===== config.mk =====
export PLATFORM = sky130hd
export DESIGN_NAME = gameFrameTop
export DESIGN_NICKNAME = d
export VERILOG_FILES = /design/src/logic/gamePkg.sv /design/src/logic/gameFrameTop.sv /design/src/logic/frameSequencer.sv /design/src/logic/gameRegs.sv /design/src/logic/shipStamper.sv /design/src/logic/rectFiller.sv
export SDC_FILE = /design/constraint.sdc
export NUM_CORES = 1
export LEC_CHECK = 0
export BUFFER_PORTS_ARGS = -buffer_cell sky130_fd_sc_hd__buf_2
export CAP_MARGIN = 20
export CORE_UTILIZATION = 42
export CTS_BUF_LIST = sky130_fd_sc_hd__clkbuf_16
export DETAILED_ROUTE_END_ITERATION = 8
export PLACE_DENSITY_LB_ADDON = 0.05
export SYNTH_ARGS = -nofsm -noshare
export SYNTH_HDL_FRONTEND = slang
export SYNTH_SLANG_ARGS = --single-unit

===== constraint.sdc =====
create_clock -name clk -period 6.8 [get_ports clk]
set_input_delay 1.36 -clock clk [delete_from_list [all_inputs] [get_ports clk]]
set_output_delay 1.36 -clock clk [all_outputs]
set_load 0.05 [all_outputs]

===== src/logic/gamePkg.sv =====
package gamePkg;

  // screen geometry in pixels
  localparam int unsigned screenW    = 80;
  localparam int unsigned screenH    = 60;

  // playfield grid
  localparam int unsigned cellSize   = 6;   // pixels per grid cell
  localparam int unsigned fieldXOff  = 22;  // left edge of the playfield
  localparam int unsigned gridCols   = 6;
  localparam int unsigned gridRows   = 10;
  localparam int unsigned targetRow  = 2;   // target always sits in this row

  localparam int unsigned waitCycles = 16;  // idle gap between frames

  // 3-bit rgb color code
  typedef logic [2:0] colorT;

  localparam colorT colorBlack  = 3'b000;
  localparam colorT colorCyan   = 3'b011;
  localparam colorT colorYellow = 3'b110;
  localparam colorT colorRed    = 3'b100;

  typedef logic [6:0] coordT;  // pixel coordinate
  typedef logic [3:0] cellT;   // grid coordinate

  // ship bitmap, bit index is row * 6 + column
  localparam logic [35:0] shipMask = {
    6'b010010,  // row 5
    6'b101101,  // row 4
    6'b111111,  // row 3
    6'b101101,  // row 2
    6'b101101,  // row 1
    6'b001100   // row 0
  };

  typedef struct packed {
    logic  valid;
    coordT x;
    coordT y;
    colorT color;
  } pixelT;

  typedef struct packed {
    coordT x0;  // all corners inclusive
    coordT y0;
    coordT x1;
    coordT y1;
    colorT color;
  } rectT;

  typedef struct packed {
    cellT shipX;
    cellT shipY;
    cellT targetX;
  } posT;

endpackage

===== src/logic/gameFrameTop.sv =====
`timescale 1ns/1ns

module gameFrameTop
  (
    input  logic           clk,
    input  logic           rstN,
    input  gamePkg::cellT  shipX,
    input  gamePkg::cellT  shipY,
    input  gamePkg::cellT  targetX,
    output gamePkg::pixelT pixel,
    output logic [7:0]     hitCount,
    output logic           frameDone
  );

  import gamePkg::*;

  posT   pos;
  rectT  fillRect;
  pixelT fillPixel;
  pixelT stampPixel;
  coordT stampX;
  coordT stampY;
  colorT stampColor;
  logic  fillStart;
  logic  fillDone;
  logic  stampStart;
  logic  stampDone;
  logic  frameSample;
  logic  hit;

  gameRegs u_gameRegs (
    .clk         (clk),
    .rstN        (rstN),
    .frameSample (frameSample),
    .hit         (hit),
    .shipX       (shipX),
    .shipY       (shipY),
    .targetX     (targetX),
    .pos         (pos),
    .hitCount    (hitCount)
  );

  frameSequencer u_frameSequencer (
    .clk         (clk),
    .rstN        (rstN),
    .pos         (pos),
    .fillPixel   (fillPixel),
    .fillDone    (fillDone),
    .stampPixel  (stampPixel),
    .stampDone   (stampDone),
    .fillStart   (fillStart),
    .fillRect    (fillRect),
    .stampStart  (stampStart),
    .stampX      (stampX),
    .stampY      (stampY),
    .stampColor  (stampColor),
    .frameSample (frameSample),
    .hit         (hit),
    .pixel       (pixel),
    .frameDone   (frameDone)
  );

  rectFiller u_rectFiller (
    .clk       (clk),
    .rstN      (rstN),
    .fillStart (fillStart),
    .fillRect  (fillRect),
    .pixel     (fillPixel),
    .done      (fillDone)
  );

  shipStamper u_shipStamper (
    .clk        (clk),
    .rstN       (rstN),
    .stampStart (stampStart),
    .stampX     (stampX),
    .stampY     (stampY),
    .stampColor (stampColor),
    .pixel      (stampPixel),
    .done       (stampDone)
  );

endmodule


===== src/logic/frameSequencer.sv =====
`timescale 1ns/1ns

module frameSequencer
  (
    input  logic           clk,
    input  logic           rstN,
    input  gamePkg::posT   pos,
    input  gamePkg::pixelT fillPixel,
    input  logic           fillDone,
    input  gamePkg::pixelT stampPixel,
    input  logic           stampDone,
    output logic           fillStart,
    output gamePkg::rectT  fillRect,
    output logic           stampStart,
    output gamePkg::coordT stampX,
    output gamePkg::coordT stampY,
    output gamePkg::colorT stampColor,
    output logic           frameSample,
    output logic           hit,
    output gamePkg::pixelT pixel,
    output logic           frameDone
  );

  import gamePkg::*;

  typedef enum logic [3:0] {
    stSample,
    stCyan,
    stCyanRun,
    stBlack,
    stBlackRun,
    stTarget,
    stTargetRun,
    stShip,
    stShipRun,
    stCheck,
    stWait,
    stDone
  } stateT;

  stateT state;
  stateT nextState;

  logic                          firstFrame;    // cyan fill still pending
  logic                          hitFlag;
  logic                          shipOnTarget;
  logic [$clog2(waitCycles)-1:0] waitCnt;
  logic                          waitOver;
  coordT                         targetPixX;

  // grid cell to pixel origin
  assign targetPixX = coordT'(pos.targetX * cellSize + fieldXOff);
  assign stampX     = coordT'(pos.shipX * cellSize + fieldXOff);
  assign stampY     = coordT'(pos.shipY * cellSize);
  assign stampColor = colorRed;

  assign shipOnTarget = (pos.shipX == pos.targetX) && (pos.shipY == cellT'(targetRow));
  assign waitOver     = (waitCnt == $bits(waitCnt)'(waitCycles - 1));

  assign frameSample = (state == stSample);
  assign fillStart   = (state == stCyan) || (state == stBlack) || (state == stTarget);
  assign stampStart  = (state == stShip);
  assign frameDone   = (state == stDone);
  assign hit         = frameDone && hitFlag;   // counted on the frameDone edge

  always_comb
  begin
    nextState = state;
    case (state)
      stSample:    nextState = firstFrame ? stCyan : stBlack;
      stCyan:      nextState = stCyanRun;
      stCyanRun:   if (fillDone) nextState = stBlack;
      stBlack:     nextState = stBlackRun;
      stBlackRun:  if (fillDone) nextState = stTarget;
      stTarget:    nextState = stTargetRun;
      stTargetRun: if (fillDone) nextState = stShip;
      stShip:      nextState = stShipRun;
      stShipRun:   if (stampDone) nextState = stCheck;
      stCheck:     nextState = stWait;
      stWait:      if (waitOver) nextState = stDone;
      stDone:      nextState = stSample;
      default:     nextState = stSample;
    endcase
  end

  // rectangle for the fill about to start
  always_comb
  begin
    fillRect.x0    = coordT'(fieldXOff);                          // playfield clear
    fillRect.y0    = '0;
    fillRect.x1    = coordT'(fieldXOff + gridCols * cellSize - 1);
    fillRect.y1    = coordT'(screenH - 1);
    fillRect.color = colorBlack;
    case (state)
      stCyan:
      begin
        fillRect.x0    = '0;
        fillRect.x1    = coordT'(screenW - 1);
        fillRect.color = colorCyan;
      end
      stTarget:
      begin
        fillRect.x0    = targetPixX;
        fillRect.y0    = coordT'(targetRow * cellSize);
        fillRect.x1    = targetPixX + coordT'(cellSize - 1);
        fillRect.y1    = coordT'(targetRow * cellSize + cellSize - 1);
        fillRect.color = colorYellow;
      end
      default:
        fillRect.color = colorBlack;
    endcase
  end

  // pass through whichever drawer is running
  always_comb
  begin
    case (state)
      stCyanRun, stBlackRun, stTargetRun: pixel = fillPixel;
      stShipRun:                          pixel = stampPixel;
      default:                            pixel = '0;
    endcase
  end

  always_ff @(posedge clk or negedge rstN)
  begin
    if (!rstN)
    begin
      state      <= stSample;
      firstFrame <= 1'b1;
      hitFlag    <= 1'b0;
      waitCnt    <= '0;
    end
    else
    begin
      state <= nextState;
      if ((state == stCyanRun) && fillDone)
        firstFrame <= 1'b0;
      if (state == stCheck)
      begin
        hitFlag <= shipOnTarget;
        waitCnt <= '0;
      end
      if (state == stWait)
        waitCnt <= waitCnt + 1'b1;
    end
  end

endmodule


===== src/logic/gameRegs.sv =====
`timescale 1ns/1ns

module gameRegs
  (
    input  logic          clk,
    input  logic          rstN,
    input  logic          frameSample,
    input  logic          hit,
    input  gamePkg::cellT shipX,
    input  gamePkg::cellT shipY,
    input  gamePkg::cellT targetX,
    output gamePkg::posT  pos,
    output logic [7:0]    hitCount
  );

  import gamePkg::*;

  // limits a grid coordinate to the last valid cell
  function automatic cellT clampCell(cellT value, int unsigned cells);
    cellT maxCell;
    maxCell = cellT'(cells - 1);
    if (value > maxCell)
      return maxCell;
    else
      return value;
  endfunction

  posT nextPos;

  always_comb
  begin
    nextPos.shipX   = clampCell(shipX, gridCols);
    nextPos.shipY   = clampCell(shipY, gridRows);
    nextPos.targetX = clampCell(targetX, gridCols);
  end

  // one snapshot per frame
  always_ff @(posedge clk)
  begin
    if (frameSample)
      pos <= nextPos;
  end

  always_ff @(posedge clk or negedge rstN)
  begin
    if (!rstN)
      hitCount <= '0;
    else if (hit)
      hitCount <= hitCount + 1'b1;   // wraps at 256
  end

endmodule


===== src/logic/shipStamper.sv =====
`timescale 1ns/1ns

module shipStamper
  (
    input  logic           clk,
    input  logic           rstN,
    input  logic           stampStart,
    input  gamePkg::coordT stampX,
    input  gamePkg::coordT stampY,
    input  gamePkg::colorT stampColor,
    output gamePkg::pixelT pixel,
    output logic           done
  );

  import gamePkg::*;

  coordT      originX;   // top left of the sprite cell
  coordT      originY;
  colorT      color;
  logic [5:0] scanIdx;   // position in shipMask
  logic [2:0] colOff;
  logic [2:0] rowOff;
  logic       active;

  assign done = active && (scanIdx == 6'(cellSize * cellSize - 1));

  always_comb
  begin
    pixel.valid = active && shipMask[scanIdx];  // only set bits are drawn
    pixel.x     = originX + coordT'(colOff);
    pixel.y     = originY + coordT'(rowOff);
    pixel.color = color;
  end

  always_ff @(posedge clk)
  begin
    if (stampStart)
    begin
      originX <= stampX;
      originY <= stampY;
      color   <= stampColor;
    end
  end

  always_ff @(posedge clk or negedge rstN)
  begin
    if (!rstN)
    begin
      active  <= 1'b0;
      scanIdx <= '0;
      colOff  <= '0;
      rowOff  <= '0;
    end
    else if (stampStart)
    begin
      active  <= 1'b1;
      scanIdx <= '0;
      colOff  <= '0;
      rowOff  <= '0;
    end
    else if (active)
    begin
      if (done)
        active <= 1'b0;
      else
      begin
        scanIdx <= scanIdx + 1'b1;
        if (colOff == 3'(cellSize - 1))
        begin
          colOff <= '0;              // next sprite row
          rowOff <= rowOff + 1'b1;
        end
        else
          colOff <= colOff + 1'b1;
      end
    end
  end

endmodule


===== src/logic/rectFiller.sv =====
`timescale 1ns/1ns

module rectFiller
  (
    input  logic           clk,
    input  logic           rstN,
    input  logic           fillStart,
    input  gamePkg::rectT  fillRect,
    output gamePkg::pixelT pixel,
    output logic           done
  );

  import gamePkg::*;

  rectT  rect;    // corners and color of the running fill
  coordT cntX;
  coordT cntY;
  logic  active;
  logic  lastX;   // at the right edge of the rectangle

  assign lastX = (cntX == rect.x1);
  assign done  = active && lastX && (cntY == rect.y1);

  always_comb
  begin
    pixel.valid = active;
    pixel.x     = cntX;
    pixel.y     = cntY;
    pixel.color = rect.color;
  end

  always_ff @(posedge clk)
  begin
    if (fillStart)
      rect <= fillRect;
  end

  // row-major scan, x inner
  always_ff @(posedge clk or negedge rstN)
  begin
    if (!rstN)
    begin
      active <= 1'b0;
      cntX   <= '0;
      cntY   <= '0;
    end
    else if (fillStart)
    begin
      active <= 1'b1;
      cntX   <= fillRect.x0;
      cntY   <= fillRect.y0;
    end
    else if (active)
    begin
      if (done)
        active <= 1'b0;              // last pixel just went out
      else if (lastX)
      begin
        cntX <= rect.x0;             // wrap to left edge
        cntY <= cntY + 1'b1;
      end
      else
        cntX <= cntX + 1'b1;
    end
  end

endmodule


---- Word-level counts from Yosys, hierarchy flattened ----
Memories as Yosys holds them, arrays and structs flattened.
Index checks and enable logic that the tools add are counted.
word-level totals
  register bits after elaboration ......... 95
  memory bits (read-only) ................. 64
  memories kept ........................... 1
memory list
  name             depth  width  read ports  clocked after memory_dff  write ports  RTL line           text
  (no name shown)  64     1      1           0                         0            shipStamper.sv:29  pixel.valid = active && shipMask[scanIdx];
operators by class
  $add $sub $neg .......................... 12
  $mul .................................... 3
  $lt $le $gt $ge ......................... 4
  eq/ne operators ......................... 25
  muxes and demuxes ....................... 41
  reductions and logical operators ........ 21
operator list
  operator             number
  $mux 7               8
  $pmux 4 s11          1
  $pmux 18 s2          1
  $mux 4               8
  $pmux 7 s2           2
  $mux 3               8
  $mux 6               4
  $eq 4x4->1 const B   5
  $mul 4x2->6 const B  3
  $eq 4x3->1 const B   4
  $add 7x1->7 const B  2
  $add 7x3->7          2
  $add 7x5->7 const B  2
  $eq 7x7->1           2
  $eq 4x2->1 const B   3
  $reduce_bool 2->1    5
  $add 8x1->8 const B  1
  $gt 4x3->1 const B   2
  $ne 2x1->1 const B   4
  $add 7x3->7 const B  1
  $logic_and 1x1->1    7
  $lt 6x7->1 const B   1
  $mux 1               7
  $add 3x1->3 const B  2
  other kinds (16)     21

---- Longest topological paths before layout ----
  word-level depth ........................ 6
  mapped depth ............................ 9
  gate-level depth less buffers ........... 9

---- Modules after synthesis ----
A second synthesis with hierarchy kept.
second synthesis, totals
  cell total of the unflattened synthesis .. 579
  area, all modules ....................... 6118.4 um^2
by module, submodules not included
  module          times used  cells an instance  area each (um^2)  sequential area each (um^2)
  frameSequencer  1           248                1889.3            251.5
  rectFiller      1           149                1868.0            1096.1
  shipStamper     1           130                1592.8            835.8
  gameRegs        1           52                 768.2             560.5

---- Worst setup path after synthesis ----
Ideal clock, no wire load.
  path kind ............................... reg2out
  start ................................... reg u_shipStamper.rowOff[1]
  end ..................................... out pixel[8] (netlist name)
  arrival time ............................ 2400 ps
  required time ........................... 5440 ps
  setup slack ............................. 3040 ps
  cell stages (with the launch flop) ...... 7
  path buffers ............................ 0
  cell sequence ........................... dfrtp_1 -> ha_1 -> inv_1 -> fa_1 -> nand3b_1 -> xor2_1 -> o21ai_0
RTL lines
  item                    RTL line            text
  from (decl)             shipStamper.sv:22   logic [2:0] rowOff;
  from (signal assigned)  shipStamper.sv:71   rowOff <= rowOff + 1'b1;
  to (decl)               gameFrameTop.sv:10  output gamePkg::pixelT pixel,

==> out/metrics.yaml <==
n_antenna_cell: 0
firstDrtPassIters: 4
gr-total-overflow: 0
grt_setup_unrepaired: "false"
final_cells: 710
cpPeakStageDelay_ns: 0.73
worstMarginPinSlew_ns: 0.8683
synth_compound_area_share_pct: 14.18
final_nets: 589
grt_first_pass_wirelength_um: 17900
synth_area_leaders: "edfxtp_1, dfrtp_1, ha_1"
synth_seq_cells: 86
drc: 0
placed_cells: 693
fin_skew_ns: 0.008893
ys_types: 66
worst_hold_slack_ns: 0.4636
peakVddDrop_v: 0.0001163
synth_top_area_cell: "edfxtp_1"
grt_pass1_vias: 3512
p_per_area_nw_per_um2: 174.9
synth_area_um2: 5224
ys_seq_area_share_pct: 45.05
slowest_stage: "nor3_1"
holdBufCountCts: 0
numPortBuffers: 40
synthMuxAreaShare_pct: 2.683
final.setup.tns_ns: 0
synth_edf_count: 40
die-area_um2: 12890
leakage_nw: 2.523
arrival_ns: 2.57
post_cts_buffers: 0
post-route-period-util_pct: 57.78
placementRows: 40
gp_congestion: 0.7826
post_cts_resized: 0
drt_iter0_drc: 222
period_minus_slack_ns: 3.929
nFillCells: 1145
postSynthAreaPerCell_um2: 10.43
synth_warnings: 0
vias: 3690
crit_end: "pixel[17]"
die_width_um: 113.5
r2r_cells: 9
clk_pin_slew_ns: 0.06
critPathMaxFanout: 16
reg2reg_slack_ns: 3.83
antenna_found_initial: 0
r2r-start: "u_gameRegs.pos[0]"
worst_setup_path_end_kind: "output port"
synth_xor_area_share_pct: 9.892
die_height_um: 113.5
drive_gt1_share_pct: 14.39
fmax_mhz: 254.5
hp-class: "register to register"
ant_nets: 0
async_flop_share_pct: 53.49
root_buffer: "clkbuf_16"
post-synth-top-area-fraction_pct: 22.99
path_cells: "nand2b_1 > nor3_1 > a32o_1 > buf_2"
synth_ff_type: "dfrtp_1"
synth-adder-area-share_pct: 9.820
core_area_um2: 12060
start_util_pct: 43.31
critPathKind: "register to output port"
drv_slew: 0
cts_max_path_buffers: 2
crit_start: "u_frameSequencer.state[3]"
tritoncts: "yes"
maxCapViolations: 0
hold_viol_final: 0
finalSetupViolations: 0
wl_per_cell_um: 15.26
cp_data_required_time_ns: 5.44
cts_sinks: 86
synth_most_common_cell: "dfrtp_1"
wirelength_um: 10840
grt_max_degree: 47
max-slew-margin-rel_pct: 41.67
place_area_um2: 5600
clock_latency_ns: 0.35
yosys.area_share.simple_pct: 13.92
netlist_top_cells_count: "dfrtp_1, edfxtp_1, xnor2_1"
area_delta_synth_final_pct: 12.91
syn_inst: 501
grt_usage_pct: 18.30
viasPerCell: 5.197
numCtsBuffers: 9
synth_top_family_by_area: "compound AO/OA/AOI/OAI gates"
cp-start-kind: "register"
rr_endpoint: "u_rectFiller.rect[16]"
htree_num_levels: 3
hpwl_um: 7960
num_io_pins: 41
final_area_um2: 5898
status: "finished clean"
## power by group
part	leakage [nW]	total [mW]	internal, mW	switching (mW)
combinational	1.45	0.0126	0.00451	0.00813
sequential	0.923	0.542	0.542	0
clock	0.149	0.477	0.279	0.198
total	2.52	1.03	0.826	0.206
## layout make-up
| cell class | count | area, um2 | share of cell area [%] |
|---|---|---|---|
| well taps | 168 | 210.2 | 3.564 |
| clock inverters | 7 | 58.81 | 0.9970 |
| inverters | 36 | 135.1 | 2.291 |
| multi-input cells | 359 | 2671 | 45.29 |
| flip-flops and latches | 86 | 2354 | 39.90 |
| repair buffers | 45 | 244.0 | 4.137 |
| clock buffers | 9 | 225.2 | 3.818 |
## metal layers
layer	GRT usage [%]	share of wire, %	up-vias
met2	28.13	45	75
met5	0	0	-
met3	3.082	3.7	11
met4	9.035	1.8	0
li1	-	-	1851
met1	25.05	49	1753
## state kept, by name, indices dropped and copies added (netlist names), 6 cells and up
name / cells
u_rectFiller.rect: 13
u_gameRegs.pos: 12
u_gameRegs.hitCount: 8
u_rectFiller.cntX: 7
u_rectFiller.cntY: 7
u_shipStamper.originX: 6
u_shipStamper.originY: 6
u_shipStamper.scanIdx: 6
## kinds of logic after synthesis
| kind of cell | Yosys count |
|---|---|
| other | 1 |
| buffers and inverters | 57 |
| and+or+nand+nor | 141 |
| DFF | 86 |
| AOI/OAI and AO/OA | 108 |
| muxes | 11 |
| xor gates and xnor gates | 59 |
| adders and majority gates | 38 |
## worst max-delay path: cells and delay by family, from the launching register on
family / cells / cell delay [ns]
AND/OR/NAND/NOR: 2 / 1.01
buffers and inverters: 1 / 0.26
flip-flops: 1 / 0.66
AO/OA/AOI/OAI: 1 / 0.29
## how the worst min path moves through the flow
stage / from / endpoint / slack (ns) / cells after the start
2_1_floorplan: u_frameSequencer.firstFrame / u_frameSequencer.firstFrame / 0.44 / 1
3_3_place_gp: u_frameSequencer.firstFrame / u_frameSequencer.firstFrame / 0.45 / 1
3_5_place_dp: u_frameSequencer.firstFrame / u_frameSequencer.firstFrame / 0.45 / 1
4_1_cts: u_frameSequencer.firstFrame / u_frameSequencer.firstFrame / 0.46 / 1
5_1_grt: u_frameSequencer.firstFrame / u_frameSequencer.firstFrame / 0.47 / 1
6_report: u_frameSequencer.firstFrame / u_frameSequencer.firstFrame / 0.46 / 1
## per-stage QoR
step           power (mW)  util [%]  worst slack (ns)
4_1_cts             1.049     48.79             2.572
3_3_place_gp       0.5651     46.43             3.074
3_5_place_dp       0.5655     46.43             2.965
5_1_grt             1.066     48.90             2.735
6_report            1.032     48.90             2.871
2_1_floorplan      0.5548         -             3.040
## cells in the final DEF (no fill, tap or decap), types with 6 or more instances in the layout
cell / Yosys / routed
dfrtp_1: 45 / 45
nor2b_1: 7 / 7
ha_1: 33 / 33
and3_1: 9 / 9
inv_1: 35 / 38
xnor2_1: 38 / 38
xor2_1: 21 / 21
nor2_1: 34 / 33
a21oi_1: 20 / 20
a21o_1: 6 / 6
nand2_1: 27 / 27
nand4_1: 10 / 10
clkbuf_16: 0 / 9
buf_2: 0 / 40
nor3_1: 6 / 6
nand3_1: 18 / 18
edfxtp_1: 40 / 40
o21ai_0: 31 / 31
Note: power is estimated with default switching activity, not from simulation.
